$ cat src/hw/ucode_settings.svh
////////////////////////////////////////
// Microcontroller sizing macros
// Address, control store, microword and
// return stack dimensions
////////////////////////////////////////
`ifndef UCODE_SETTINGS_SVH
`define UCODE_SETTINGS_SVH

// Microaddress width
`define UADDR_WIDTH 12

// Control store depth, indexed by the low 8 address bits
`define CROM_DEPTH 256

// Microword width: J(12) op(2) skip bank(2) skip select(3)
`define CROM_WIDTH 19

// Field positions inside the microword, LSB of each field
`define CROM_J_LSB 7
`define CROM_OP_LSB 5
`define CROM_BANK_LSB 3
`define CROM_SEL_LSB 0

// Return address entries
`define STACK_DEPTH 4

`endif

$ cat src/hw/ucode_pkg.sv
////////////////////////////////////////
// Microcontroller shared types
// Sequencer operations and skip banks
////////////////////////////////////////
package ucode_pkg;

   ////////////////////////////////////////
   // Sequencer operation field
   ////////////////////////////////////////

   // How the next microaddress is formed
   typedef enum logic [1:0]
   {
      // J field ORed with the skip bit
      op_jump     = 2'b00,
      // Same as jump, return address pushed
      op_call     = 2'b01,
      // Address comes off the return stack
      op_return   = 2'b10,
      // J field ORed with external dispatch
      op_dispatch = 2'b11
   } seq_op_t;

   ////////////////////////////////////////
   // Skip bank field
   ////////////////////////////////////////

   // Which condition bank feeds the skip bit
   typedef enum logic [1:0]
   {
      // No skip, address bit stays clear
      skip_none = 2'b00,
      skip_40   = 2'b01,
      skip_20   = 2'b10,
      skip_10   = 2'b11
   } skip_bank_t;

endpackage

$ cat src/hw/skip_mux.sv
////////////////////////////////////////
// Skip condition selector
// One bit out of three banks of eight
////////////////////////////////////////
`timescale 1ns/10ps
`include "ucode_settings.svh"

module skip_mux
   import ucode_pkg::*;
(
   // Bank and bit select from the microword
   input  skip_bank_t               skip_bank,
   input  logic [2:0]               skip_sel,
   // Condition banks, bit 0 on the left
   input  logic [0:7]               skip_40,
   input  logic [0:7]               skip_20,
   input  logic [0:7]               skip_10,
   // Address term ORed into the jump target
   output logic [`UADDR_WIDTH-1:0]  skip_addr
);

   // Bank picked by the microword
   logic [0:7] bank;

   // Selected condition bit
   logic       sk;

   ////////////////////////////////////////
   // Bank select
   ////////////////////////////////////////

   // Port names shadow the enum literals here, so scope them
   always_comb
   begin
      bank = 8'h00;
      case (skip_bank)
         ucode_pkg::skip_40:
            bank = skip_40;
         ucode_pkg::skip_20:
            bank = skip_20;
         ucode_pkg::skip_10:
            bank = skip_10;
         default:
            // skip_none leaves every bit clear
            bank = 8'h00;
      endcase
   end

   // Bit within the bank, counted from the left
   assign sk = bank[skip_sel];

   // Skip lands in the low microaddress bit
   assign skip_addr = sk ? `UADDR_WIDTH'(1) : '0;

endmodule

$ cat config.mk
export PLATFORM = sky130hd
export DESIGN_NAME = skip_mux
export DESIGN_NICKNAME = d
export VERILOG_FILES = /design/src/hw/ucode_pkg.sv /design/src/hw/skip_mux.sv
export VERILOG_INCLUDE_DIRS = /design/src /design/src/hw
export SDC_FILE = /design/constraint.sdc
export NUM_CORES = 1
export LEC_CHECK = 0
export ABC_AREA = 1
export BUFFER_PORTS_ARGS = -buffer_cell sky130_fd_sc_hd__buf_2
export CAP_MARGIN = 40
export CORE_AREA = 2 2 39 41
export DETAILED_ROUTE_END_ITERATION = 8
export DIE_AREA = 0 0 41 43
export PLACE_DENSITY_LB_ADDON = 0.1
export SLEW_MARGIN = 20
export SYNTH_ARGS = -nofsm -noshare
export SYNTH_HDL_FRONTEND = slang
export SYNTH_SLANG_ARGS = --single-unit
$ cat constraint.sdc
create_clock -name vclk -period 1.83
set_clock_uncertainty 0.15 [all_clocks]
set_input_delay 0 -clock vclk [all_inputs]
set_output_delay 0 -clock vclk [all_outputs]
set_load 0.005 [all_outputs]
==> impl_metrics.py <==
metrics = {
    "run": {
        "cap_violations": 0,
    },
    "routing": {
        "drt_wl_total_um": 1027,
        "num_vias": 497,
        "drtAntennaViolNets": 0,
        "drt_iter0_markers": 6,
        "drcViolationCount": 0,
        "firstDrtPassIters": 4,
        "vias_per_cell": 4.477,
        "wl_per_cell_um": 9.252,
    },
    "power": {
        "p_switching_uw": 52.15,
        "p_total_uw": 94.43,
        "power_frac_clock_pct": 0,
        "intPower_uw": 42.28,
        "power.leakage_uw": 0.0002888,
        "vdd_ir_drop_max_uv": 73.71,
        "pwr-share-comb_pct": 100.0,
        "p_sw_share_pct": 55.23,
        "power_density_nw_per_um2": 195.0,
        "pwr-share-seq_pct": 0,
    },
    "critical_path": {
        "worst-path-stages": 11,
        "critPathTopFamily": "buffers and inverters",
        "max_stage_delay_ns": 0.29,
        "endpoint_kind": "output port",
        "critical_path.cell_chain": "buf_2 -> inv_4 -> nand3_1 -> nand2_1 -> inv_1 -> nand2_1 -> nand3_1 -> nand2_1 -> nand2_1 -> nand2_1 -> buf_2",
        "cp_common_cell": "nand2_1",
        "path_buf_inv": 4,
        "critPathMaxFanout": 17,
        "cp.required_ns": 1.68,
        "critPathKind": "input pin to output port",
        "critPathArrivalTime_ns": 0.95,
        "slowest_stage": "buf_2",
        "cp-start-kind": "input pin",
    },
    "placement": {
        "dp_hpwl_um": 850.8,
        "port_buffers": 30,
        "place_congestion": 0.7202,
        "post-place-ws_ns": 0.7317,
    },
    "die": {
        "coreArea_sq_um": 1384,
        "die_area_sq_um": 1763,
        "ios": 41,
        "die_w_um": 41,
        "std_cell_rows": 14,
        "die_h_um": 43,
        "start_util_pct": 30.65,
    },
    "logic_synthesis": {
        "synth_cell_types": 11,
        "yosys.area.top_type": "nand3_1",
        "ys_warn_count": 0,
        "synth_top_cell_area_share_pct": 29.50,
        "synth_area_leaders": "nand3_1, buf_4, nand2_1, nand4_1, nand3_2",
        "synthesis.area_sq_um": 424.2,
        "seq_area_frac_synth_pct": 0,
        "syn_avg_cell_area_sq_um": 5.974,
        "synth_cells": 71,
    },
    "global_route": {
        "grt_pass1_vias": 414,
        "grt_max_degree": 18,
        "antenna_found_initial": 0,
        "grt_overflow_total": 0,
        "grt_first_pass_wirelength_um": 1614,
        "track_usage_pct": 12.09,
    },
    "worst_hold_path": {
        "hold_depth": 4,
        "min_from": "skip_sel[2]",
        "hold-path-endpoint": "skip_addr[0]",
        "hold_path_class": "input pin to output port",
    },
    "sta": {
        "rsz0062_at_grt": "no",
        "finalWorstSetupSlack_ns": 0.7348,
        "fin_tns_setup_ns": 0,
        "layout_min_cycle_time_ns": 1.095,
        "period_share_pct": 59.85,
        "setup_viol": 0,
        "slew_violations": 0,
        "fmax_mhz": 913.1,
        "whs_ns": 0.1252,
        "hold_viol": 0,
    },
    "cells_and_area": {
        "final_layout_size_suffix_gt1_share_pct": 36.84,
        "syn_to_final_growth_pct": 14.16,
        "register_area_sq_um": 0,
        "post-route-util_pct": 34.99,
        "final_nets": 126,
        "n_sequential_cell": 0,
        "diodes": 0,
        "n_clock_buffer": 0,
    },
    "clock_tree": {
        "cts_resized": 0,
        "ctsHoldBuffers": 0,
        "postCtsSetupRepairBufs": 0,
    },
    "outcome": {
        "status": "finished clean",
    },
}
-- metrics by stage --
stage                     instances  instance area (sq um)
after global placement          111                  484.2
after global routing            111                  484.2
after CTS                       111                  484.2
after floorplan                  81                  461.7
final                           111                  484.2
after detailed placement        111                  484.2
-- layer usage --
metal  GRT usage, %  share of wire (%)  routed length [um]
met4              0                  0                   0
met1          15.51                 44                 447
met3          1.047                 12                 124
met5              0                  0                   0
met2          21.88                 44                 455
-- logic make-up (layout without fill, tap and decap cells) --
kind of cell	Yosys count	after routing	synth area share (%)
buf+inv	25	39	43.95
simple gates	45	45	55.16
other cells	1	11	0.8841
-- power by group through the flow --
| stage | clock [uW] | sequential, uW | combinational (uW) |
|---|---|---|---|
| 2_1_floorplan | 0 | 0 | 85.4 |
| 4_1_cts | 0 | 0 | 95.1 |
| 3_3_place_gp | 0 | 0 | 95.2 |
| 3_5_place_dp | 0 | 0 | 94.7 |
| 5_1_grt | 0 | 0 | 108 |
| 6_report | 0 | 0 | 94.4 |
-- area by class of cell --
| class | instances | area [sq um] |
|---|---|---|
| inverter | 9 | 38.79 |
| timing repair buffer | 30 | 150.1 |
| tap | 16 | 20.02 |
| multi-input combinational | 56 | 275.3 |
| fill | 169 | 899.6 |
-- cells in the mapped netlist (all sizes together) --
master   n
nand4    6
conb     1
buf     16
nand3   28
nand2   11
inv      9
-- placed cells by master (no fill, tap or decap) --
cell / synthesis / final
nand4_1: 6 / 6
nand3_2: 3 / 3
buf_2: 0 / 30
nand2_1: 11 / 11
nand3_1: 25 / 25
conb_1: 1 / 11
inv_4: 2 / 2
inv_1: 7 / 7
-- worst max-delay path by stage --
stage,slack (ns),end,start
after CTS,0.73,skip_addr[0],skip_bank[0]
after detailed placement,0.73,skip_addr[0],skip_bank[0]
final,0.73,skip_addr[0],skip_bank[1]
after global placement,0.72,skip_addr[0],skip_bank[0]
after floorplan,0.96,skip_addr[0],skip_bank[0]
after global routing,0.60,skip_addr[0],skip_bank[1]
No activity file was read; power rests on OpenSTA's default activity.
