===== src/hw/ucode_settings.svh =====
////////////////////////////////////////
// Microcontroller sizing macros
// Address, control store, microword and
// return stack dimensions
////////////////////////////////////////
`ifndef UCODE_SETTINGS_SVH
`define UCODE_SETTINGS_SVH

// Microaddress width
`define UADDR_WIDTH 12

// Control store depth, indexed by the low 8 address bits
`define CROM_DEPTH 256

// Microword width: J(12) op(2) skip bank(2) skip select(3)
`define CROM_WIDTH 19

// Field positions inside the microword, LSB of each field
`define CROM_J_LSB 7
`define CROM_OP_LSB 5
`define CROM_BANK_LSB 3
`define CROM_SEL_LSB 0

// Return address entries
`define STACK_DEPTH 4

`endif


===== src/hw/ucall_stack.sv =====
////////////////////////////////////////
// Micro-call return address stack
// LIFO with sticky overflow/underflow flag
////////////////////////////////////////
`timescale 1ns/10ps
`include "ucode_settings.svh"

module ucall_stack
(
   input  logic                     clk,
   input  logic                     rst_n,
   // Stack controls from the sequencer
   input  logic                     push,
   input  logic                     pop,
   input  logic [`UADDR_WIDTH-1:0]  ret_addr,
   // Entry that the next pop returns
   output logic [`UADDR_WIDTH-1:0]  top,
   // Sticky error, cleared by reset only
   output logic                     stack_err
);

   // Pointer counts 0 to STACK_DEPTH entries
   localparam int PTR_W = $clog2(`STACK_DEPTH + 1);
   localparam int IDX_W = $clog2(`STACK_DEPTH);

   // Return address entries
   logic [`UADDR_WIDTH-1:0] entries [`STACK_DEPTH];

   // Number of valid entries
   logic [PTR_W-1:0]        ptr;
   logic [IDX_W-1:0]        top_idx;
   logic                    full;
   logic                    empty;

   ////////////////////////////////////////
   // Status and top of stack
   ////////////////////////////////////////

   assign full    = (ptr == PTR_W'(`STACK_DEPTH));
   assign empty   = (ptr == '0);
   assign top_idx = IDX_W'(ptr - 1'b1);

   // Underflow returns address 0
   assign top = empty ? '0 : entries[top_idx];

   ////////////////////////////////////////
   // Pointer and error flag
   ////////////////////////////////////////

   always_ff @(posedge clk or negedge rst_n)
   begin
      if (!rst_n)
      begin
         ptr       <= '0;
         stack_err <= 1'b0;
      end
      else if (push)
      begin
         // Overflow drops the entry
         if (full)
            stack_err <= 1'b1;
         else
            ptr <= ptr + 1'b1;
      end
      else if (pop)
      begin
         // Underflow leaves pointer at zero
         if (empty)
            stack_err <= 1'b1;
         else
            ptr <= ptr - 1'b1;
      end
   end

   // Entry write, only when there is room
   always_ff @(posedge clk)
   begin
      if (push && !full)
      begin
         entries[ptr[IDX_W-1:0]] <= ret_addr;
      end
   end

endmodule


===== config.mk =====
export PLATFORM = sky130hd
export DESIGN_NAME = ucall_stack
export DESIGN_NICKNAME = d
export VERILOG_FILES = /design/src/hw/ucall_stack.sv
export VERILOG_INCLUDE_DIRS = /design/src /design/src/hw
export SDC_FILE = /design/constraint.sdc
export NUM_CORES = 1
export LEC_CHECK = 0
export BUFFER_PORTS_ARGS = -buffer_cell sky130_fd_sc_hd__buf_2
export CAP_MARGIN = 15
export CORE_MARGIN = 2
export CORE_UTILIZATION = 60
export DETAILED_ROUTE_END_ITERATION = 10
export GPL_ROUTABILITY_DRIVEN = 0
export MAX_ROUTING_LAYER = met4
export PLACE_DENSITY_LB_ADDON = 0.05
export SLEW_MARGIN = 10
export SYNTH_ARGS = -nofsm -noshare
export SYNTH_HDL_FRONTEND = slang
export SYNTH_SLANG_ARGS = --single-unit
export TNS_END_PERCENT = 100

===== constraint.sdc =====
create_clock -name clk -period 6.15 [get_ports clk]
set_input_delay 0.9225 -clock clk [delete_from_list [all_inputs] [get_ports clk]]
set_output_delay 0.9225 -clock clk [all_outputs]
set_load 0.005 [all_outputs]

==> results of run 1 <==
## routing by layer
layer / routed length (microns) / global-route usage [%]
met2: 1656 / 30.00
met5: 0 / -
met3: 137 / 4.754
met4: 59 / 6.522
met1: 1422 / 22.58
## worst reg2reg max path: cells and delay by family (launching register included)
kind / cells / cell delay [ns]
fa+ha+maj: 1 / 0.29
simple gates: 2 / 0.80
buf+inv: 1 / 0.20
flops: 1 / 0.95
## cell usage after synthesis (all sizes together)
master | number | area (sq um)
ha | 6 | 75.07
or2 | 1 | 6.260
nand2b | 1 | 6.260
nand3b | 1 | 7.510
edfxtp | 48 | 1441
and3 | 4 | 25.02
nand2 | 1 | 3.750
inv | 3 | 11.26
o211ai | 1 | 7.510
a21oi | 4 | 20.02
mux4 | 12 | 270.3
nor3b | 1 | 7.510
clkbuf | 2 | 7.510
nor2b | 12 | 75.07
a221o | 1 | 10.01
buf | 3 | 27.52
xnor2 | 1 | 8.760
nand3 | 1 | 5.000
dfrtp | 4 | 100.1
mux2 | 1 | 11.26
o21ai | 3 | 15.01
## report_power, final
| part | switching [mW] | total, mW | leakage, nW | internal, mW |
|---|---|---|---|---|
| Sequential | 0.0488 | 0.514 | 0.484 | 0.465 |
| Combinational | 0.197 | 0.430 | 0.331 | 0.234 |
| Clock | 0.106 | 0.193 | 0.0418 | 0.0870 |
| Total | 0.352 | 1.14 | 0.857 | 0.786 |
## cells by family after synthesis
family | Yosys count
AO/OA/AOI/OAI | 9
XOR/XNOR | 1
adder cells (fa/ha/maj) | 6
buffers and inverters | 8
flip-flops | 52
multiplexers | 13
AND/OR/NAND/NOR | 22
## sequential cells by signal (all words and copies together), names as in the netlist
register / cells
stack_err: 1
entries: 48
ptr: 3
## layout make-up
| class | instances | area, sq um |
|---|---|---|
| clock buffers | 5 | 37.54 |
| flip-flops and latches | 52 | 1541 |
| well taps | 46 | 57.56 |
| multi-input cells | 51 | 554.3 |
| repair buffers | 28 | 140.1 |
| fillers | 227 | 1001 |
| inverters | 3 | 11.26 |
| clock inverters | 3 | 46.29 |
## path summary, 6_finish.rpt
kind | endpoint | cells after the start
max in group asynchronous | ptr[0] | 1
hold / removal | ptr[2] | 1
setup / recovery | top[9] | 5
setup reg to reg | entries[3][1] | 4
min in group clk | stack_err | 1
hold reg to reg | stack_err | 1
==> results.toml, run 1 <==
[outcome]
status = "finished clean"

[cells_and_area]
layout.cells.non_filler = 188
fin_area_sq_mm = 0.002389
layout_net_count = 163
n_antenna_cell = 0
end_of_flow_core_utilization_pct = 70.47
area_growth_from_synthesis_to_layout_pct = 11.51
final_cell_mix = "48 x edfxtp_1, 28 x buf_2, 12 x mux4_2, 12 x nor2b_1, 6 x ha_1"
drive_above_1_share_pct = 35.21
final_common_cell = "edfxtp_1"

[worst_setup_path]
worst-r2r-setup-slack_ns = 3.55
crit_chain = "inv_1, ha_1, mux4_2, nor2b_1, buf_2"
max_stage_delay_ns = 0.95
largest_fanout_on_the_critical_path = 16
setup.worst_path.start = "ptr[0]"
start_kind = "flip-flop"
cp_top_family = "flip-flops"
crit_path_top_delay_cell = "dfrtp_1"
worstSetupEndpointType = "output port"
timing_worst_setup_path_type = "flip-flop to output port"
path_buf_inv = 2
worst-endpoint-required_ns = 5.23
critPathArrivalTime_ns = 2.97
worstReg2RegStart = "ptr[0]"

[yosys]
synth_compound_gate_area_share_pct = 2.453
synth.mux.area_fraction_pct = 13.14
synth_xor_area_share_pct = 0.4089
synth_top_family_by_area = "multiplexers"
synth_cells = 111
synth.lib_cells_used.distinct = 22
simple_gate_share_of_the_synthesized_area_pct = 6.367
synth_fa_ha_area_share_pct = 3.505
yosys_warnings = 0
synth_nets = 133
synth-seq-cells = 52
synth.cell_area_sq_mm = 0.002142
yosysSeqAreaShare_pct = 71.96
postSynthAreaPerCell_sq_um = 19.30

[clock_network]
tritoncts = "yes"
cts_hold_buf = 0
postCtsResizedCells = 0
clock_insertion_delay_worst_skew_ns = 0.37
postCtsSetupRepairBufs = 0
cts-htree-levels = 2
clkSinkCount = 52
cts_buffers = 5
clk_path_buf_depth = 2
ctsRootBufferMaster = "clkbuf_4"
clk_pin_slew_ns = 0.14

[floorplanning]
core_area_sq_mm = 0.003390
ioPinCount = 29
floorplan.rows = 21
fp.dieW_microns = 63.75
start_util_pct = 63.20
fp.dieArea_sq_mm = 0.004064
die_h_microns = 63.75

[global_route]
grt_max_degree = 18
wire_length_of_the_first_global_routing_pass_mm = 5.188
total_congestion_overflow_after_global_routing = 0
first_global_vias = 1063
antenna_violations_before_repair = 0
groute.usage.overall_pct = 18.39

[place]
preCtsSetupSlack_ns = 2.612
port_buffers = 28
dp.cells = 180
post_dp_cell_area_sq_mm = 0.002305
dp_hpwl_mm = 2.094

[power]
leakage_nw = 0.8567
report.power.total_mw = 1.138
ir_worst_vdd_uv = 238.0
powerDensity_mw_per_mm2 = 476.3

[drt]
ant_nets = 0
drtIter0Drc = 43
drt_wl_total_mm = 3.276
routed_wire_per_std_cell_microns = 17.43
route.detailed.drc = 0
avgViaCountPerCell = 5.681
dr.pass1.iters = 4
vias = 1068

[sta]
timing.final.crit_share_pct = 63.21
fin_worst_skew_ns = 0.006597
final.setup.worst_slack_ns = 2.262
min_period_ns = 3.888
setup_viol_count_final = 0
max_slew_margin_pct = 40.59
timing.setup.tns_ns = 0
hold_violations = 0
report.final.slew_viol_count = 0
timing_worst_slew_pin_value_ns = 0.8912
max_clock_freq_ghz = 0.2572
fin_worst_hold_slack_ns = 0.3221
rsz0062_at_grt = "false"

[hold_path]
holdCritPathClass = "input pin to asynchronous set/reset pin"

[run]
drv.max_cap_violation_count = 0
Note: power is estimated with default switching activity, not from simulation.
==> run 2: changes to the inputs <==
--- a/config.mk
+++ b/config.mk
@@ -6,10 +6,11 @@
 export SDC_FILE = /design/constraint.sdc
 export NUM_CORES = 1
 export LEC_CHECK = 0
+export ABC_AREA = 1
 export BUFFER_PORTS_ARGS = -buffer_cell sky130_fd_sc_hd__buf_2
 export CAP_MARGIN = 15
 export CORE_MARGIN = 2
-export CORE_UTILIZATION = 60
+export CORE_UTILIZATION = 51
 export DETAILED_ROUTE_END_ITERATION = 10
 export GPL_ROUTABILITY_DRIVEN = 0
 export MAX_ROUTING_LAYER = met4
==> constraint.sdc (replaced) <==
create_clock -name clk -period 3.2 [get_ports clk]
set_input_delay 0.48 -clock clk [delete_from_list [all_inputs] [get_ports clk]]
set_output_delay 0.48 -clock clk [all_outputs]
set_load 0.005 [all_outputs]
==> run 2 against run 1 <==
Effect of this change: synthesized cell count increased by 89%; worst setup slack got worse by 1.7 ns; count of clock-buffer cells in the layout increased by 1; clock skew decreased by 0.0035 ns; first-iteration DRC count increased by 35%; largest power group is now combinational cells.
==> results.toml, run 2 <==
[outcome]
status = "finished clean"

[sta]
fin_worst_skew_ns = 0.003108
timing.setup.tns_ns = 0
hold_violations = 0
max_slew_margin_pct = 45.53
rsz0062_at_grt = "false"
timing_worst_slew_pin_value_ns = 0.8170
report.final.slew_viol_count = 0
min_period_ns = 2.606
setup_viol_count_final = 0
timing.final.crit_share_pct = 81.42
fin_worst_hold_slack_ns = 0.3998
max_clock_freq_ghz = 0.3838

[cells_and_area]
final_cell_mix = "102 x nand2_1, 48 x edfxtp_1, 28 x buf_2"
area_growth_from_synthesis_to_layout_pct = 11.25
drive_above_1_share_pct = 25.41
layout.cells.non_filler = 296
layout_net_count = 266
layout.filler_cells = 395
flip_flop_count_of_the_largest_register_all_copies_and_words_added = 48
n_antenna_cell = 0
final_common_cell = "nand2_1"

[yosys]
netlist.area_leader.share_pct = 61.74
yosys_warnings = 0
yosysSeqAreaShare_pct = 66.02
synth-seq-cells = 52
synth-edff-count = 48
synth.cell_area_sq_mm = 0.002335
synth.lib_cells_used.distinct = 22
postSynthAreaPerCell_sq_um = 11.12
synth_nets = 232
yosys-top-cells-area = "edfxtp_1 62%, nand2_1 16%, dfrtp_1 4.3%"
synthFlopType = "edfxtp_1"
synth_largest_area_cell = "edfxtp_1"
synth.most_common_cell = "nand2_1"
synth_cells = 210
ys_top_cells_by_count = "102 x nand2_1, 48 x edfxtp_1, 10 x a21oi_2"
async_reset_ff_share_pct = 7.692

[drt]
drtIter0Drc = 58
routed_wire_per_std_cell_microns = 13.54
drt_wl_total_mm = 4.008
dr.pass1.iters = 4
avgViaCountPerCell = 4.963
vias = 1469
route.detailed.drc = 0
ant_nets = 0

[power]
leakage_nw = 1.120
powerDensity_mw_per_mm2 = 932.6
ir_worst_vdd_uv = 400.6
report.power.total_mw = 2.422

[worst_setup_path]
largest_fanout_on_the_critical_path = 28
worstReg2RegStart = "ptr[0]"
max_stage_delay_ns = 0.70
worst-r2r-setup-slack_ns = 1.01
start_kind = "flip-flop"
worstSetupEndpointType = "output port"
timing.rr.end = "ptr[2]"
worst-endpoint-required_ns = 2.72
timing_worst_setup_path_type = "flip-flop to output port"
ff2ff_path_depth = 8
path_buf_inv = 2
timing.critical_path.mode_cell = "ha_1"
cp_top_family = "adder cells"
critPathArrivalTime_ns = 2.13
crit_chain = "clkinv_4, ha_1, ha_1, a21oi_1, buf_2"
crit_path_top_delay_cell = "ha_1"

[hold_path]
worstHoldPathCells = 1
holdCritPathClass = "input pin to flip-flop"
worstHoldEndpoint = "entries[3][2]"
min_from = "ret_addr[2]"

[run]
drv.max_cap_violation_count = 0

[clock_network]
cts-htree-levels = 2
postCtsResizedCells = 0
clock_insertion_delay_worst_skew_ns = 0.29
clk_path_buf_depth = 2
clk_pin_slew_ns = 0.08
clkSinkCount = 52
tritoncts = "yes"
ctsRootBufferMaster = "clkbuf_8"
cts_buffers = 5
postCtsSetupRepairBufs = 0

[global_route]
total_congestion_overflow_after_global_routing = 0
grt_max_degree = 29
antenna_violations_before_repair = 0
wire_length_of_the_first_global_routing_pass_mm = 6.713
groute.usage.overall_pct = 17.98
first_global_vias = 1425

[floorplanning]
fp.dieW_microns = 71.66
start_util_pct = 53.25
die_h_microns = 71.66
core_area_sq_mm = 0.004384
floorplan.rows = 24
ioPinCount = 29
fp.dieArea_sq_mm = 0.005135

[place]
dp_hpwl_mm = 2.585
port_buffers = 28
dp.cells = 288
==> run 2: changes by cell type in the layout (fill, tap and decap cells not counted), moves of 5 or more <==
| cell | delta |
|---|---|
| a21oi_2 | +10 |
| nand2_2 | +8 |
| mux4_2 | -12 |
| buf_4 | +6 |
| inv_1 | +6 |
| nor2b_1 | -12 |
| clkbuf_8 | +5 |
| clkbuf_4 | -5 |
| nand2_1 | +101 |
==> run 2: worst max-delay path by stage <==
stage           start      end  slack, ns  cells after the start
3_5_place_dp   ptr[0]  top[11]       0.89                      5
4_1_cts        ptr[0]  top[11]       0.57                      5
6_report       ptr[0]  top[11]       0.59                      5
2_1_floorplan  ptr[0]   top[0]       1.14                      7
3_3_place_gp   ptr[0]  top[11]       0.93                      5
5_1_grt        ptr[0]  top[11]       0.44                      5
==> run 2: power breakdown <==
group	internal, mW	total (mW)	switching [mW]
Clock	0.149	0.330	0.181
Sequential	0.896	0.943	0.0470
Combinational	0.424	1.15	0.725
==> run 2: timing repair <==
action,CTS,global route
endpoints found under the setup margin,0,0
endpoints found under the hold margin,4,0
hold buffers,1,0
==> run 2: metrics by stage <==
step                setup slack (ns)  cell area [sq um]  utilization [%]
floorplan                      1.143               2335                -
global placement              0.9300               2510            57.25
detailed placement            0.8930               2510            57.25
CTS                           0.5669               2597            59.25
global route                  0.4444               2597            59.25
finish                        0.5944               2597            59.25
==> run 2: worst reg2reg max path, cell delays in order (launching register included) <==
cell	delay, ns
dfrtp_1	0.42
clkinv_4	0.21
ha_1	0.23
ha_1	0.70
nand2_1	0.19
nand3_2	0.17
inv_1	0.05
nand2_1	0.06
nand2_1	0.05
==> run 2: kinds of logic after synthesis <==
logic type | after synthesis | share of synthesized area [%]
simple gates | 117 | 20.10
flops | 52 | 66.02
buf+inv | 19 | 5.198
compound gates | 14 | 4.716
fa+ha+maj | 6 | 3.215
xor+xnor | 2 | 0.7504
==> run 2: metal layers <==
metal	up-vias	part of all wire (%)	wire length, microns	global-route usage, %
li1	747	-	-	-
met1	695	46	1856	22.13
met2	22	49	1979	29.73
met3	5	3.0	122	3.938
met4	0	1.2	50	5.870
met5	-	0	0	-
==> run 2: cell type report <==
type / instances / area (sq um) / area share, %
clock buffer: 6 / 72.57 / 2.794
clock inverter: 1 / 5.005 / 0.1927
inverter: 11 / 46.29 / 1.782
multi-input combinational: 139 / 671.9 / 25.87
sequential: 52 / 1541 / 59.34
tap: 52 / 65.06 / 2.505
timing repair buffer: 35 / 195.2 / 7.514
==> run 3: changes to the inputs <==
--- a/config.mk
+++ b/config.mk
@@ -6,11 +6,11 @@
 export SDC_FILE = /design/constraint.sdc
 export NUM_CORES = 1
 export LEC_CHECK = 0
-export ABC_AREA = 1
+export ABC_AREA = 0
 export BUFFER_PORTS_ARGS = -buffer_cell sky130_fd_sc_hd__buf_2
 export CAP_MARGIN = 15
 export CORE_MARGIN = 2
-export CORE_UTILIZATION = 51
+export CORE_UTILIZATION = 56
 export DETAILED_ROUTE_END_ITERATION = 10
 export GPL_ROUTABILITY_DRIVEN = 0
 export MAX_ROUTING_LAYER = met4
==> constraint.sdc (replaced) <==
create_clock -name clk -period 2.4 [get_ports clk]
set_input_delay 0.36 -clock clk [delete_from_list [all_inputs] [get_ports clk]]
set_output_delay 0.36 -clock clk [all_outputs]
set_load 0.005 [all_outputs]
==> run 3 against run 2 <==
Effect of this change: count of clock-buffer cells in the layout is the same; routed wire length shrank 17%; power grew 28%; flip-flop and latch count is the same; combinational power grew 10%; worst setup slack lost 0.46 ns; register-to-register slack lost 0.65 ns; critical path depth grew 1; die area shrank 16%; utilization grew 8.8 points; via count shrank 26%; critical path type unchanged; critical endpoint is now top[9]; largest cell class unchanged.
==> results.toml, run 3 (synthesized netlist as in run 1, its figures left out) <==
[floorplanning]
start_util_pct = 58.51
fp.dieArea_sq_mm = 0.004336
fp.dieW_microns = 65.85
ioPinCount = 29
core_area_sq_mm = 0.003661
floorplan.rows = 22
die_h_microns = 65.85

[worst_setup_path]
worst-endpoint-required_ns = 2.04
worstReg2RegStart = "ptr[1]"
largest_fanout_on_the_critical_path = 8
worstSetupEndpointType = "output port"
crit_path_top_delay_cell = "dfrtp_2"
critPathArrivalTime_ns = 1.91
setup.worst_path.start = "ptr[1]"
max_stage_delay_ns = 0.45
crit_chain = "inv_1, ha_1, buf_4, mux4_2, nor2b_1, buf_2"
timing_worst_setup_path_type = "flip-flop to output port"
start_kind = "flip-flop"

[sta]
fin_worst_hold_slack_ns = 0.2752
min_period_ns = 2.266
final.setup.worst_slack_ns = 0.1336
fin_worst_skew_ns = 0.007381
timing_worst_slew_pin_value_ns = 0.5503
max_slew_margin_pct = 63.31
timing.setup.tns_ns = 0
report.final.slew_viol_count = 0
hold_violations = 0
timing.final.crit_share_pct = 94.43
setup_viol_count_final = 0
max_clock_freq_ghz = 0.4412
rsz0062_at_grt = "false"

[power]
leakage_nw = 0.9148
powerDensity_mw_per_mm2 = 1242
ir_worst_vdd_uv = 584.1

[place]
port_buffers = 28
preCtsSetupSlack_ns = 0.3468
dp.cells = 190
dp_hpwl_mm = 2.264

[global_route]
grt_max_degree = 17
first_global_vias = 1125
antenna_violations_before_repair = 0
groute.usage.overall_pct = 18.51
total_congestion_overflow_after_global_routing = 0
wire_length_of_the_first_global_routing_pass_mm = 5.388

[clock_network]
ctsRootBufferMaster = "clkbuf_8"
cts_buffers = 5
clock_insertion_delay_worst_skew_ns = 0.29
tritoncts = "yes"
clkSinkCount = 52
clk_path_buf_depth = 2
cts-htree-levels = 2
clk_pin_slew_ns = 0.09

[drt]
routed_wire_per_std_cell_microns = 16.63
route.detailed.drc = 0
drt_wl_total_mm = 3.310
dr.pass1.iters = 4
avgViaCountPerCell = 5.497
ant_nets = 0
vias = 1094
drtIter0Drc = 62

[cells_and_area]
drive_above_1_share_pct = 38.41
final_cell_mix = "48 x edfxtp_1, 28 x buf_2, 12 x mux4_2, 12 x nor2b_1, 8 x buf_4"
layout.cells.non_filler = 199
n_antenna_cell = 0
flip_flop_count_of_the_largest_register_all_copies_and_words_added = 48
layout_net_count = 172
final_common_cell = "edfxtp_1"
area_growth_from_synthesis_to_layout_pct = 16.24
end_of_flow_core_utilization_pct = 68.01

[outcome]
status = "finished clean"

[run]
drv.max_cap_violation_count = 0

[hold_path]
holdCritPathClass = "input pin to flip-flop"
min_from = "ret_addr[9]"
==> run 3: worst paths after layout <==
path | endpoint | cells after the start | slack [ns]
worst max-delay path | top[9] | 6 | 0.13
worst min-delay path | entries[1][9] | 1 | 0.28
worst max register to register | ptr[2] | 6 | 0.36
worst min register to register | stack_err | 1 | 0.48
max in group asynchronous | ptr[1] | 2 | 1.88
min in group asynchronous | stack_err | 2 | 0.38
==> run 3: area by class of cell <==
type / instances / area, sq um
inverters: 3 / 11.26
clock inverters: 2 / 38.79
clock buffers: 6 / 72.57
fillers: 255 / 1171
multi-input cells: 51 / 554.3
flip-flops and latches: 52 / 1543
repair buffers: 37 / 210.2
well taps: 48 / 60.06
==> run 3: stage by stage <==
stage	area (sq um)	power [mW]
after floorplan	2142	2.114
after global placement	2367	2.550
after detailed placement	2367	2.560
after CTS	2489	3.135
after global routing	2490	3.308
final	2490	3.092
==> run 3: timing repair <==
item                                   4_1_cts  5_1_grt
gates resized for setup                      0        1
hold buffers                                 1        0
setup endpoints to repair                    0        7
endpoints found under the hold margin        4        0
buffers inserted                             0        0
==> run 3: per-layer routing <==
layer | wire [microns] | GRT usage [%] | vias up | part of all wire, %
met5 | 0 | - | - | 0
met4 | 49 | 8.333 | 0 | 1.5
met3 | 160 | 4.940 | 4 | 4.8
met2 | 1758 | 29.80 | 27 | 53
met1 | 1341 | 22.11 | 552 | 41
li1 | - | - | 511 | -
==> run 3: power breakdown <==
group          internal (mW)  switching [mW]
Clock                  0.315           0.262
Sequential              1.19          0.0554
Combinational          0.670           0.598
==> run 3: worst max-delay path: cells and delay by family, from the launching register on <==
kind / cells / cell delay, ns
buffers and inverters: 3 / 0.46
DFF: 1 / 0.45
muxes: 1 / 0.29
adders and majority gates: 1 / 0.26
and+or+nand+nor: 1 / 0.15
