### config.mk
export PLATFORM = sky130hd
export DESIGN_NAME = useq
export DESIGN_NICKNAME = d
export VERILOG_FILES = /design/src/hw/ucode_pkg.sv /design/src/hw/useq.sv
export VERILOG_INCLUDE_DIRS = /design/src /design/src/hw
export SDC_FILE = /design/constraint.sdc
export NUM_CORES = 1
export LEC_CHECK = 0
export ABC_AREA = 0
export BUFFER_PORTS_ARGS = -buffer_cell sky130_fd_sc_hd__buf_4
export CAP_MARGIN = 20
export CORE_MARGIN = 2
export CORE_UTILIZATION = 39
export CTS_CLUSTER_SIZE = 40
export DETAILED_ROUTE_END_ITERATION = 16
export PLACE_DENSITY = 0.9
export SETUP_SLACK_MARGIN = 0.05
export SYNTH_ARGS = -nofsm -noshare
export SYNTH_HDL_FRONTEND = slang
export SYNTH_SLANG_ARGS = --single-unit
### constraint.sdc
create_clock -name clk -period 1.45 [get_ports clk]
set_clock_uncertainty 0.05 [all_clocks]
set_input_delay 0.29 -clock clk [delete_from_list [all_inputs] [get_ports clk]]
set_output_delay 0.29 -clock clk [all_outputs]
set_load 0.05 [all_outputs]
### src/hw/ucode_settings.svh
////////////////////////////////////////
// Microcontroller sizing macros
// Address, control store, microword and
// return stack dimensions
////////////////////////////////////////
`ifndef UCODE_SETTINGS_SVH
`define UCODE_SETTINGS_SVH

// Microaddress width
`define UADDR_WIDTH 12

// Control store depth, indexed by the low 8 address bits
`define CROM_DEPTH 256

// Microword width: J(12) op(2) skip bank(2) skip select(3)
`define CROM_WIDTH 19

// Field positions inside the microword, LSB of each field
`define CROM_J_LSB 7
`define CROM_OP_LSB 5
`define CROM_BANK_LSB 3
`define CROM_SEL_LSB 0

// Return address entries
`define STACK_DEPTH 4

`endif

### src/hw/ucode_pkg.sv
////////////////////////////////////////
// Microcontroller shared types
// Sequencer operations and skip banks
////////////////////////////////////////
package ucode_pkg;

   ////////////////////////////////////////
   // Sequencer operation field
   ////////////////////////////////////////

   // How the next microaddress is formed
   typedef enum logic [1:0]
   {
      // J field ORed with the skip bit
      op_jump     = 2'b00,
      // Same as jump, return address pushed
      op_call     = 2'b01,
      // Address comes off the return stack
      op_return   = 2'b10,
      // J field ORed with external dispatch
      op_dispatch = 2'b11
   } seq_op_t;

   ////////////////////////////////////////
   // Skip bank field
   ////////////////////////////////////////

   // Which condition bank feeds the skip bit
   typedef enum logic [1:0]
   {
      // No skip, address bit stays clear
      skip_none = 2'b00,
      skip_40   = 2'b01,
      skip_20   = 2'b10,
      skip_10   = 2'b11
   } skip_bank_t;

endpackage

### src/hw/useq.sv
////////////////////////////////////////
// Microsequencer next-address logic
// Picks next address, holds micro PC
////////////////////////////////////////
`timescale 1ns/10ps
`include "ucode_settings.svh"

module useq
   import ucode_pkg::*;
(
   input  logic                     clk,
   input  logic                     rst_n,
   // Advance enable, the only stall
   input  logic                     run,
   // Microword fields
   input  logic [`UADDR_WIDTH-1:0]  j,
   input  seq_op_t                  op,
   // Skip term from the skip mux
   input  logic [`UADDR_WIDTH-1:0]  skip_addr,
   // External dispatch value
   input  logic [7:0]               disp,
   // Return address from the stack
   input  logic [`UADDR_WIDTH-1:0]  top,
   // Stack controls
   output logic                     push,
   output logic                     pop,
   output logic [`UADDR_WIDTH-1:0]  ret_addr,
   // Micro program counter
   output logic [`UADDR_WIDTH-1:0]  upc
);

   // Chosen next microaddress
   logic [`UADDR_WIDTH-1:0] next_addr;

   // Dispatch value widened to an address
   logic [`UADDR_WIDTH-1:0] disp_addr;

   assign disp_addr = {{(`UADDR_WIDTH-8){1'b0}}, disp};

   ////////////////////////////////////////
   // Next address select
   ////////////////////////////////////////

   always_comb
   begin
      // Jump is the fallback
      next_addr = j | skip_addr;
      case (op)
         op_jump:
            next_addr = j | skip_addr;
         // Call targets like a jump
         op_call:
            next_addr = j | skip_addr;
         // Popped address
         op_return:
            next_addr = top;
         // Multiway branch on external value
         op_dispatch:
            next_addr = j | disp_addr;
         default:
            next_addr = j | skip_addr;
      endcase
   end

   ////////////////////////////////////////
   // Stack controls
   ////////////////////////////////////////

   // Pointer moves at the same edge upc loads
   assign push = run && (op == op_call);
   assign pop  = run && (op == op_return);

   // Call returns to the word after itself
   assign ret_addr = upc + 1'b1;

   ////////////////////////////////////////
   // Micro program counter
   ////////////////////////////////////////

   // One microword per cycle while running
   always_ff @(posedge clk or negedge rst_n)
   begin
      if (!rst_n)
      begin
         upc <= '0;
      end
      else if (run)
      begin
         upc <= next_addr;
      end
   end

endmodule

==> key figures, run 1 <==
Yosys
  – Distinct cells, synth: 35
  – Syn avg cell area: 8.52 um^2
  – Cell taking the most area after synthesis: dfrtp_1
  – Area fraction of the dominant cell type after synthesis: 31.5%
  – Sequential-to-total area share from yosys stat: 31.5%
  – Mapped Area: 955 um^2
  – Warnings from Yosys: 0
  – Mapped Cells: 112
  – Post-Syn Nets: 162
  – Synthesized flop and latch total: 12
  – Top cells by area, synth: dfrtp_1 (31%), xnor2_1 (6.4%), nor3b_1 (6.3%), nor2_1 (4.7%), mux2i_1 (4.2%)

Placed design
  – Post-DP HPWL: 2.94 mm
  – DP Cell Count: 228
  – Gpl congestion: 0.807
  – Port Buffers: 74

CTS
  – H-tree depth: 1
  – Clock root buffer: clkbuf_4
  – Sink Count: 12
  – Clk buf depth: 2
  – Number of buffers created by CTS: 3

Floorplan
  – Die extent in y: 53.5 um
  – Chip width: 53.5 um
  – Initial Util: 42.3%
  – Num rows: 17
  – Ports: 75

Outcome
  – Stop stage: global routing (5_1_grt)
  – Status: stopped before the end
  – Run Error: [ERROR DPL-0033] detailed placement checks failed during check placement.

Global routing
  – Pin count of the biggest net entering global routing: 27
  – Initial antenna violation count: 0

Timing
  – Category of the worst endpoint: top-level output
  – GR repair worst EP: ret_addr[10]
[cells by family after synthesis]
group / share of synthesized area, %
xor+xnor: 9.17
mux: 4.19
fa+ha+maj: 1.31
compound gates: 21.6
buf+inv: 5.77
simple gates: 26.5
flops: 31.5
[stage by stage]
stage / setup TNS (ns) / area [um^2] / setup WS [ns]
floorplan: -3.62 / 1160 / -0.496
detailed placement: -1.26 / 1840 / -0.259
global placement: -1.02 / 1840 / -0.230
CTS: -3.90 / 2050 / -0.487
[Yosys cell counts]
cell type and instances:
clkbuf_1 1, nand3b_1 1, o2bb2ai_1 1, o21a_1 4, nand4_1 1, inv_2 1
inv_1 4, nand4_2 1, o31ai_1 4, nor3b_1 8, nand2b_1 1, or2_2 1
dfrtp_1 12, nor4_2 1, and3_1 1, nor3_1 8, ha_1 1, a211oi_1 4
buf_2 5, nor4_1 1, o22ai_1 4, xnor2_1 7, o21ai_0 4, buf_4 1
and4_1 1, a22o_1 3, xor2_1 3, a21oi_1 1, nand3_2 1, mux2i_1 4
a21o_1 3, nand3_1 2, a21o_2 1, nor2_1 12, nand2_1 4
[what timing repair did]
action / CTS
hold buffers: 1
buffers inserted: 4
pin swaps: 9
gates resized for setup: 34
hold endpoints to repair: 12
setup endpoints to repair: 14
==> run 2, diff against run 1 <==
Settings changed: CORE_AREA from default to 2 2 63 65, CORE_MARGIN 2 to default, CORE_UTILIZATION 39 to default, CTS_CLUSTER_SIZE 40 to default, DIE_AREA from default to 0 0 65 67, PLACE_DENSITY 0.9 to default, PLACE_DENSITY_LB_ADDON from default to 0.15, SETUP_SLACK_MARGIN 0.05 to default.
==> key figures, run 2 <==
Outcome
  – Status: complete, but fails checks (was stopped before the end)
  – Failing checks: negative setup slack

Yosys
  – Mapped Area: 955 um^2 (unchanged)
  – Number of flops mapped to enable cells by yosys: 0 (unchanged)
  – Mapped Cells: 112 (unchanged)
  – Top FF cell, synth: dfrtp_1 (unchanged)
  – Post-synthesis adder-cell area fraction: 1.31% (unchanged)
  – Warnings from Yosys: 0 (unchanged)
  – Synth cell count leaders: dfrtp_1 (12), nor2_1 (12), nor3_1 (8), nor3b_1 (8), xnor2_1 (7) (unchanged)
  – Distinct cells, synth: 35 (unchanged)
  – Sequential-to-total area share from yosys stat: 31.5% (unchanged)
  – Largest family of logic cells by synthesized area: simple AND/OR/NAND/NOR gates (unchanged)
  – Syn avg cell area: 8.52 um^2 (unchanged)
  – Synthesized flop and latch total: 12 (unchanged)
  – Cell taking the most area after synthesis: dfrtp_1 (unchanged)
  – Synth Area in Simple Gates: 26.5% (unchanged)
  – Post-Syn Nets: 162 (unchanged)
  – Mux contribution to synthesized area: 4.19% (unchanged)
  – Synth Area in Compound Gates: 21.6% (unchanged)
  – Area fraction of the dominant cell type after synthesis: 31.5% (unchanged)
  – Asr flop ratio synth: 100% (unchanged)
  – Post-Synth XOR/XNOR Area: 9.17% (unchanged)
  – Top cells by area, synth: dfrtp_1 (31%), xnor2_1 (6.4%), nor3b_1 (6.3%), nor2_1 (4.7%), mux2i_1 (4.2%) (unchanged)

Power and ir drop
  – Clock share of power: 17.5%
  – Switching Power: 0.726 mW
  – Power density over the cells: 860 nW/um^2
  – Combinational share of power: 58.0%
  – Peak VDD IR: 352 uV
  – Pleak: 0.938 nW
  – Part of the power in registers: 24.6%
  – Switching share of power: 41.8%
  – Pint: 1.01 mW
  – Tot Pwr: 1.74 mW

Timing
  – Tmin final: 1.92 ns
  – Setup ws final: -0.468 ns
  – Rel. slew slack: 77.3%
  – Highest clock rate: 521 MHz
  – Final period util: 132%
  – Hold Violations, Final: 0
  – Slew Viols, Final: 0
  – Setup_tns: -3.69 ns
  – Count of final setup violators: 10
  – Slew @ Worst Pin: 0.338 ns
  – RSZ-0062 raised after global routing: true

CTS
  – Worst-Skew Late Latency: 0.23 ns
  – TritonCTS clock tree: yes
  – Sink Count: 12 (unchanged)
  – Number of buffers created by CTS: 3 (unchanged)
  – Clock root buffer: clkbuf_8 (was clkbuf_4)
  – Clk buf depth: 2 (unchanged)
  – Clock Pin Slew Worst Setup and Hold Paths: 0.05 ns
  – H-tree depth: 1 (unchanged)

Placed design
  – Port Buffers: 74 (unchanged)
  – Dpl ws: -0.270 ns (was -0.259 ns)
  – Post-DP HPWL: 2.77 mm (was 2.94 mm)
  – Gpl congestion: 0.809 (was 0.807)

Routing
  – Post-route ant nets: 0
  – DR vias: 1,199
  – Avg Vias per Cell: 4.72
  – DRC: 0
  – TritonRoute pass-1 iters: 4
  – DR WL/cell: 12.7 um
  – DR iter-0 viols: 25
  – Drt total wl: 3.23 mm

Worst setup path
  – R2R depth: 3
  – Most common cell on crit path: buf_6
  – Delay of the slowest critical-path stage: 0.43 ns
  – Worst setup path end: ret_addr[8]
  – R2R Setup Slk: 0.38 ns
  – Critical path data required time: 1.11 ns
  – Critical Path AT: 1.58 ns
  – CP Cell Sequence: ha_4, and4_4, buf_4, buf_6, nand2_2, xnor2_2, buf_6
  – Cell with the largest stage delay on the worst path: dfrtp_2
  – Worst R2R Start: upc[1]$_DFFE_PN0P_
  – Crit path max fanout: 3
  – Setup crit start: upc[1]$_DFFE_PN0P_
  – Reg2reg end: upc[1]$_DFFE_PN0P_
  – Startpoint Class: flop
  – Critical path endpoint category: primary output
  – CP Class: reg2out

Final layout
  – Biggest register: upc
  – Most frequent cells in the layout: buf_4 (83), buf_6 (11), dfrtp_2 (11), nor2_1 (10)
  – Antenna cells: 0
  – Area grow syn2layout: 111%
  – Biggest registers after layout: upc: 12 flops
  – Max reg flops: 12
  – Leading cell type in the layout, fill and taps excluded: buf_4
  – Share of cells above drive strength 1: 66.5%
  – Fill cells: 346
  – Layout Nets: 257

Global routing
  – Vias in the first global route: 1,203
  – Pin count of the biggest net entering global routing: 27
  – All-Layer GR Usage: 16.0%
  – Total grt overflow: 0
  – Initial antenna violation count: 0
  – First-pass GRT wire length: 5.46 mm

Floorplan
  – Ports: 75 (unchanged)
  – Die extent in y: 67 um (was 53.5 um)
  – Num rows: 22 (was 17)
  – Initial Util: 26.5% (was 42.3%)
  – Chip width: 65 um (was 53.5 um)
  – Die area: 4360 um^2
  – Core Region: 3610 um^2

Run
  – Maxcap violations: 0

Min path
  – Hold Path Cell Cnt: 3
  – Hold WC Path Type: in2reg
run 2: worst max-delay path: cells and delay by family, from the launching register on:
kind	cells	cell delay, ns
buf+inv	3	0.41
xor+xnor	1	0.11
fa+ha+maj	1	0.17
flops	1	0.43
simple gates	2	0.21
run 2: cell type report:
| cell class | instances | area [um^2] | share of cell area [%] |
|---|---|---|---|
| clock buffers | 4 | 45.0 | 2.23 |
| inverters | 5 | 21.3 | 1.05 |
| flip-flops and latches | 12 | 314 | 15.6 |
| multi-input cells | 88 | 791 | 39.2 |
| repair buffers | 97 | 787 | 39.0 |
| well taps | 48 | 60.1 | 2.98 |
run 2: logic make-up (layout without fill, tap and decap cells):
logic type / after synthesis / in the layout
XOR/XNOR: 10 / 10
flip-flops: 12 / 12
AND/OR/NAND/NOR: 44 / 44
multiplexers: 4 / 4
adder cells (fa/ha/maj): 1 / 1
buffers and inverters: 12 / 106
AO/OA/AOI/OAI: 29 / 29
run 2: power groups by stage:
stage | Clock [mW] | Sequential (mW) | Combinational, mW
final | 0.303 | 0.427 | 1.01
after global routing | 0.343 | 0.433 | 1.06
after CTS | 0.314 | 0.426 | 0.988
after detailed placement | 0 | 0.427 | 0.937
after global placement | 0 | 0.424 | 0.923
after floorplan | 0 | 0.572 | 0.426
run 2: how the worst min path moves through the flow:
| stage | from | to | slack, ns |
|---|---|---|---|
| 2_1_floorplan | rst_n | upc[0]$_DFFE_PN0P_ | -0.06 |
| 3_3_place_gp | rst_n | upc[7]$_DFFE_PN0P_ | 0.09 |
| 3_5_place_dp | rst_n | upc[7]$_DFFE_PN0P_ | 0.09 |
| 4_1_cts | skip_addr[6] | upc[6]$_DFFE_PN0P_ | 0.28 |
| 5_1_grt | j[6] | upc[6]$_DFFE_PN0P_ | 0.28 |
| 6_report | skip_addr[6] | upc[6]$_DFFE_PN0P_ | 0.28 |
run 2: through the flow:
step,util [%],area (um^2),cells,hold WS [ns]
after floorplan,-,1130,112,-0.0556
after global placement,51.1,1840,246,0.0886
after detailed placement,51.1,1840,246,0.0900
after CTS,54.6,1970,252,0.278
after global routing,56.0,2020,254,0.277
final,56.0,2020,254,0.282
run 2: metal layers:
metal | GRT usage, % | wire [um] | up-vias
li1 | - | - | 602
met1 | 19.7 | 1250 | 553
met2 | 29.4 | 1790 | 42
met3 | 1.52 | 159 | 2
met4 | 5.05 | 27 | 0
met5 | 0 | 0 | -
run 2: what timing repair did:
item,4_1_cts,5_1_grt
gates cloned,0,0
resized for setup,14,10
endpoints found under the setup margin,11,13
endpoints found under the hold margin,12,0
hold buffers,1,0
buffers inserted,2,2
pin swaps,7,5
No activity file was read; power rests on OpenSTA's default activity.
==> run 3, diff against run 2 <==
Settings changed: SETUP_SLACK_MARGIN from default to 0.05.
==> key figures, run 3 (synthesis gave the netlist of run 2 again) <==
Final layout
  – Biggest register: upc (unchanged)
  – Biggest registers after layout: upc: 12 flops (unchanged)
  – Final Util: 59.8% (was 56.0%)
  – Fin cells: 259 (was 254)
  – Leading cell type in the layout, fill and taps excluded: buf_4 (unchanged)
  – Most frequent cells in the layout: buf_4 (74), buf_6 (21), dfrtp_2 (11), nor2_1 (10) (was buf_4 (83), buf_6 (11), dfrtp_2 (11), nor2_1 (10))
  – Share of cells above drive strength 1: 68.2% (was 66.5%)
  – Antenna cells: 0 (unchanged)
  – Area grow syn2layout: 126% (was 111%)
  – Layout Nets: 262 (was 257)
  – Max reg flops: 12 (unchanged)

Timing
  – Hold Violations, Final: 0 (unchanged)
  – Slew Viols, Final: 0 (unchanged)
  – Final period util: 133% (was 132%)
  – Highest clock rate: 520 MHz (was 521 MHz)
  – Tmin final: 1.92 ns (about the same)
  – Count of final setup violators: 11 (was 10)
  – Slew @ Worst Pin: 0.328 ns (was 0.338 ns)
  – RSZ-0062 raised after global routing: true (unchanged)
  – Rel. slew slack: 78.0% (was 77.3%)
  – Setup ws final: -0.474 ns (was -0.468 ns)
  – WHS: 0.260 ns (was 0.282 ns)
  – Setup_tns: -3.29 ns (was -3.69 ns)

Worst setup path
  – Startpoint Class: flop (unchanged)
  – R2R depth: 4 (was 3)
  – CP Cell Sequence: ha_4, and4_4, nand4_1, xnor2_4, buf_6 (was ha_4, and4_4, buf_4, buf_6, nand2_2, xnor2_2, buf_6)
  – Critical Path AT: 1.58 ns (about the same)
  – Critical path endpoint category: primary output (unchanged)
  – Critical path data required time: 1.11 ns (about the same)
  – Crit path max fanout: 3 (unchanged)
  – CP Class: reg2out (unchanged)
  – Delay of the slowest critical-path stage: 0.40 ns (was 0.43 ns)
  – Cell with the largest stage delay on the worst path: dfrtp_2 (unchanged)

Routing
  – Post-route ant nets: 0 (unchanged)
  – TritonRoute pass-1 iters: 3 (was 4)
  – DR vias: 1,200 (was 1,199)
  – Avg Vias per Cell: 4.63 (was 4.72)
  – Drt total wl: 3.35 mm (was 3.23 mm)
  – DRC: 0 (unchanged)
  – DR iter-0 viols: 21 (was 25)
  – DR WL/cell: 12.9 um (was 12.7 um)

Min path
  – Hold WC Path Type: in2reg (unchanged)
  – Hold Path Cell Cnt: 3 (unchanged)

Power and ir drop
  – Tot Pwr: 1.88 mW (was 1.74 mW)
  – Pleak: 0.998 nW (was 0.938 nW)
  – Peak VDD IR: 281 uV (was 352 uV)
  – Power density over the cells: 874 nW/um^2 (was 860 nW/um^2)

Placed design
  – DP Cell Count: 248 (was 246)
  – Gpl congestion: 0.863 (was 0.809)
  – Port Buffers: 74 (unchanged)
  – Post-DP HPWL: 2.66 mm (was 2.77 mm)

CTS
  – Number of buffers created by CTS: 3 (unchanged)
  – TritonCTS clock tree: yes (unchanged)
  – H-tree depth: 1 (unchanged)
  – Worst-Skew Late Latency: 0.24 ns (was 0.23 ns)
  – Clock Pin Slew Worst Setup and Hold Paths: 0.05 ns (about the same)
  – Clk buf depth: 2 (unchanged)
  – Sink Count: 12 (unchanged)
  – Clock root buffer: clkbuf_8 (unchanged)

Floorplan
  – Num rows: 22 (unchanged)
  – Die extent in y: 67 um (unchanged)
  – Ports: 75 (unchanged)
  – Chip width: 65 um (unchanged)
  – Initial Util: 26.5% (unchanged)
  – Core Region: 3610 um^2 (unchanged)
  – Die area: 4360 um^2 (unchanged)

Global routing
  – Vias in the first global route: 1,214 (was 1,203)
  – Initial antenna violation count: 0 (unchanged)
  – First-pass GRT wire length: 5.62 mm (was 5.46 mm)
  – All-Layer GR Usage: 16.8% (was 16.0%)
  – Pin count of the biggest net entering global routing: 27 (unchanged)
  – Total grt overflow: 0 (unchanged)

Outcome
  – Status: complete, but fails checks (unchanged)
  – Failing checks: negative setup slack (unchanged)

Run
  – Maxcap violations: 0 (unchanged)
-- run 3: cell count changes in the layout (fill, tap and decap cells not counted), moves of 2 or more --
cell / previous run / this run
nand3_4: 1 / 3
buf_8: 2 / 6
buf_4: 83 / 74
buf_6: 11 / 21
-- run 3: final timing paths --
| kind | slack (ns) | from | endpoint |
|---|---|---|---|
| worst max-delay path | -0.47 | upc[0]$_DFFE_PN0P_ | ret_addr[10] |
| worst min-delay path | 0.26 | j[4] | upc[4]$_DFFE_PN0P_ |
| worst max register to register | 0.29 | upc[1]$_DFFE_PN0P_ | upc[1]$_DFFE_PN0P_ |
| worst min register to register | 0.58 | upc[10]$_DFFE_PN0P_ | upc[10]$_DFFE_PN0P_ |
| max in group asynchronous | 0.81 | rst_n | upc[1]$_DFFE_PN0P_ |
| min in group asynchronous | 0.37 | rst_n | upc[2]$_DFFE_PN0P_ |
-- run 3: report_power, final --
part           switching (mW)  internal (mW)  leakage, nW
clock                   0.127          0.240       0.0288
sequential             0.0485          0.378        0.128
combinational           0.593          0.498        0.841
total                   0.768           1.12        0.998
-- run 3: routing by layer --
layer  track usage (%)  part of all wire, %  up-vias
met5                 0                    0        -
met4              7.18                  1.4        0
met3              1.69                  4.0        4
met2              30.8                   55       38
met1              19.8                   39      549
li1                  -                    -      609
-- run 3: final cells by class --
class	count	area (um^2)
Sequential cell	12	314
Inverter	5	23.8
Fill cell	318	1450
Clock buffer	4	55.1
Multi-Input combinational cell	88	811
Timing Repair Buffer	102	892
Tap cell	48	60.1
-- run 3: metrics by stage --
| step | area [um^2] | setup WS [ns] |
|---|---|---|
| after detailed placement | 1860 | -0.252 |
| after global routing | 2160 | -0.533 |
| final | 2160 | -0.474 |
| after global placement | 1860 | -0.240 |
| after CTS | 2130 | -0.437 |
| after floorplan | 1160 | -0.496 |
-- run 3: timing repair --
| action | CTS | global route |
|---|---|---|
| setup endpoints to repair | 13 | 17 |
| pin swaps | 11 | 8 |
| hold endpoints to repair | 12 | 0 |
| hold buffers | 1 | 0 |
| buffers inserted | 6 | 6 |
| gates resized for setup | 40 | 9 |
-- run 3: critical path: cells and delay by family, from the launching register on --
kind / cells / cell delay [ns]
adder cells (fa/ha/maj): 1 / 0.14
flip-flops: 1 / 0.40
XOR/XNOR: 1 / 0.22
buffers and inverters: 1 / 0.17
AND/OR/NAND/NOR: 2 / 0.40
==> run 4, diff against run 3 <==
Settings changed: PLACE_DENSITY from default to 0.67, PLACE_DENSITY_LB_ADDON 0.15 to default.
==> key figures, run 4 (synthesis gave the netlist of run 2 again) <==
Routing
  – DR vias: 1,219 (was 1,200)
  – Post-route ant nets: 0 (unchanged)
  – DR WL/cell: 13.7 um (was 12.9 um)
  – Avg Vias per Cell: 4.71 (was 4.63)
  – TritonRoute pass-1 iters: 4 (was 3)
  – Drt total wl: 3.56 mm (was 3.35 mm)
  – DR iter-0 viols: 13 (was 21)
  – DRC: 0 (unchanged)

Worst setup path
  – Startpoint Class: flop (unchanged)
  – Cell with the largest stage delay on the worst path: dfrtp_2 (unchanged)
  – Buf/Inv on CP: 1 (unchanged)
  – Delay of the slowest critical-path stage: 0.40 ns (about the same)
  – Levels on crit path: 5 (unchanged)
  – CP Class: reg2out (unchanged)
  – Worst R2R Start: upc[1]$_DFFE_PN0P_ (unchanged)
  – R2R Setup Slk: 0.39 ns (was 0.29 ns)
  – Critical path data required time: 1.11 ns (about the same)
  – CP delay by family, top: flip-flops (unchanged)
  – R2R depth: 3 (was 4)
  – Critical path endpoint category: primary output (unchanged)
  – CP Cell Sequence: ha_4, and4_4, nand4_1, xnor2_4, buf_6 (unchanged)
  – Critical Path AT: 1.57 ns (was 1.58 ns)
  – Crit path max fanout: 3 (unchanged)
  – Reg2reg end: upc[1]$_DFFE_PN0P_ (unchanged)

Placed design
  – Gpl congestion: 0.818 (was 0.863)
  – Placed inst area: 1870 um^2 (was 1860 um^2)
  – Port Buffers: 74 (unchanged)
  – Post-DP HPWL: 2.84 mm (was 2.66 mm)
  – DP Cell Count: 249 (was 248)

Timing
  – Slew @ Worst Pin: 0.327 ns (was 0.328 ns)
  – Slew Viols, Final: 0 (unchanged)
  – Highest clock rate: 524 MHz (was 520 MHz)
  – Final period util: 132% (was 133%)
  – Rel. slew slack: 78.0% (about the same)
  – Setup_tns: -3.39 ns (was -3.29 ns)
  – Tmin final: 1.91 ns (was 1.92 ns)
  – Count of final setup violators: 10 (was 11)
  – Setup ws final: -0.459 ns (was -0.474 ns)
  – RSZ-0062 raised after global routing: true (unchanged)
  – Hold Violations, Final: 0 (unchanged)

Global routing
  – Vias in the first global route: 1,255 (was 1,214)
  – Initial antenna violation count: 0 (unchanged)
  – Total grt overflow: 0 (unchanged)
  – Pin count of the biggest net entering global routing: 22 (was 27)
  – First-pass GRT wire length: 5.72 mm (was 5.62 mm)
  – All-Layer GR Usage: 17.1% (was 16.8%)

CTS
  – Clk buf depth: 2 (unchanged)
  – Clock Pin Slew Worst Setup and Hold Paths: 0.06 ns (was 0.05 ns)
  – Sink Count: 12 (unchanged)
  – TritonCTS clock tree: yes (unchanged)
  – H-tree depth: 1 (unchanged)
  – Clock root buffer: clkbuf_8 (unchanged)
  – Worst-Skew Late Latency: 0.24 ns (about the same)
  – Number of buffers created by CTS: 3 (unchanged)

Floorplan
  – Num rows: 22 (unchanged)
  – Core Region: 3610 um^2 (unchanged)
  – Chip width: 65 um (unchanged)
  – Die extent in y: 67 um (unchanged)
  – Die area: 4360 um^2 (unchanged)
  – Initial Util: 26.5% (unchanged)
  – Ports: 75 (unchanged)

Run
  – Maxcap violations: 0 (unchanged)

Final layout
  – Fill cells: 307 (was 318)
  – Biggest register: upc (unchanged)
  – Share of cells above drive strength 1: 68.7% (was 68.2%)
  – Final Util: 58.9% (was 59.8%)
  – Reg area: 314 um^2 (unchanged)
  – Fin cells: 259 (unchanged)
  – Area grow syn2layout: 122% (was 126%)
  – Final Instance Area: 2120 um^2 (was 2160 um^2)
  – Leading cell type in the layout, fill and taps excluded: buf_4 (unchanged)
  – Layout Nets: 262 (unchanged)
  – Antenna cells: 0 (unchanged)
  – Most frequent cells in the layout: buf_4 (81), buf_6 (16), dfrtp_2 (11), nor2_1 (10) (was buf_4 (74), buf_6 (21), dfrtp_2 (11), nor2_1 (10))
  – Biggest registers after layout: upc: 12 flops (unchanged)
  – Area of the multi-input gates: 810 um^2 (was 811 um^2)
  – Max reg flops: 12 (unchanged)

Power and ir drop
  – Power density over the cells: 878 nW/um^2 (was 874 nW/um^2)
  – Pleak: 0.981 nW (was 0.998 nW)
  – Tot Pwr: 1.86 mW (was 1.88 mW)
  – Peak VDD IR: 328 uV (was 281 uV)

Min path
  – Hold WC Path Type: in2reg (unchanged)
  – Hold Path End: upc[5]$_DFFE_PN0P_ (was upc[4]$_DFFE_PN0P_)
  – Hold Path Cell Cnt: 3 (unchanged)
  – Worst Hold Launch: skip_addr[5] (was j[4])

Outcome
  – Failing checks: negative setup slack (unchanged)
  – Status: complete, but fails checks (unchanged)
==> run 4: how the worst max path moves through the flow <==
stage | start | to
after global placement | upc[0]$_DFFE_PN0P_ | ret_addr[10]
after global routing | upc[1]$_DFFE_PN0P_ | ret_addr[10]
final | upc[1]$_DFFE_PN0P_ | ret_addr[10]
after CTS | upc[1]$_DFFE_PN0P_ | ret_addr[10]
after floorplan | upc[0]$_DFFE_PN0P_ | ret_addr[10]
after detailed placement | upc[0]$_DFFE_PN0P_ | ret_addr[10]
==> run 4: layout make-up <==
class / count / area share, %
timing repair buffer: 102 / 40.4
clock buffer: 4 / 2.59
multi-input combinational: 88 / 38.1
tap: 48 / 2.83
inverter: 5 / 1.24
sequential: 12 / 14.8
==> run 4: worst register-to-register path, stage by stage, from the launching register on <==
cell and delay [ns]:
dfrtp_2 0.44, buf_4 0.14, buf_6 0.12, a22o_1 0.20
==> run 4: timing repair <==
| action | in CTS | in global routing |
|---|---|---|
| pin swaps | 8 | 5 |
| setup endpoints to repair | 13 | 14 |
| buffers inserted | 5 | 2 |
| resized for setup | 26 | 13 |
| hold endpoints to repair | 12 | 0 |
| hold buffers | 1 | 0 |
==> run 4: report_power, final <==
group          switching [mW]  internal (mW)
sequential             0.0558          0.378
clock                   0.124          0.240
combinational           0.589          0.478
==> run 4: per-stage QoR <==
stage                     hold WS, ns  worst slack, ns
final                           0.282           -0.459
after global routing            0.303           -0.527
after global placement         0.0853           -0.258
after CTS                       0.282           -0.457
after floorplan               -0.0556           -0.496
after detailed placement       0.0890           -0.305
==> run 4: metal layers <==
layer / track usage (%) / up-vias / wire length, um
li1: - / 611 / -
met1: 19.4 / 549 / 1440
met2: 32.5 / 51 / 1860
met3: 1.86 / 8 / 157
met4: 6.65 / 0 / 106
met5: 0 / - / 0
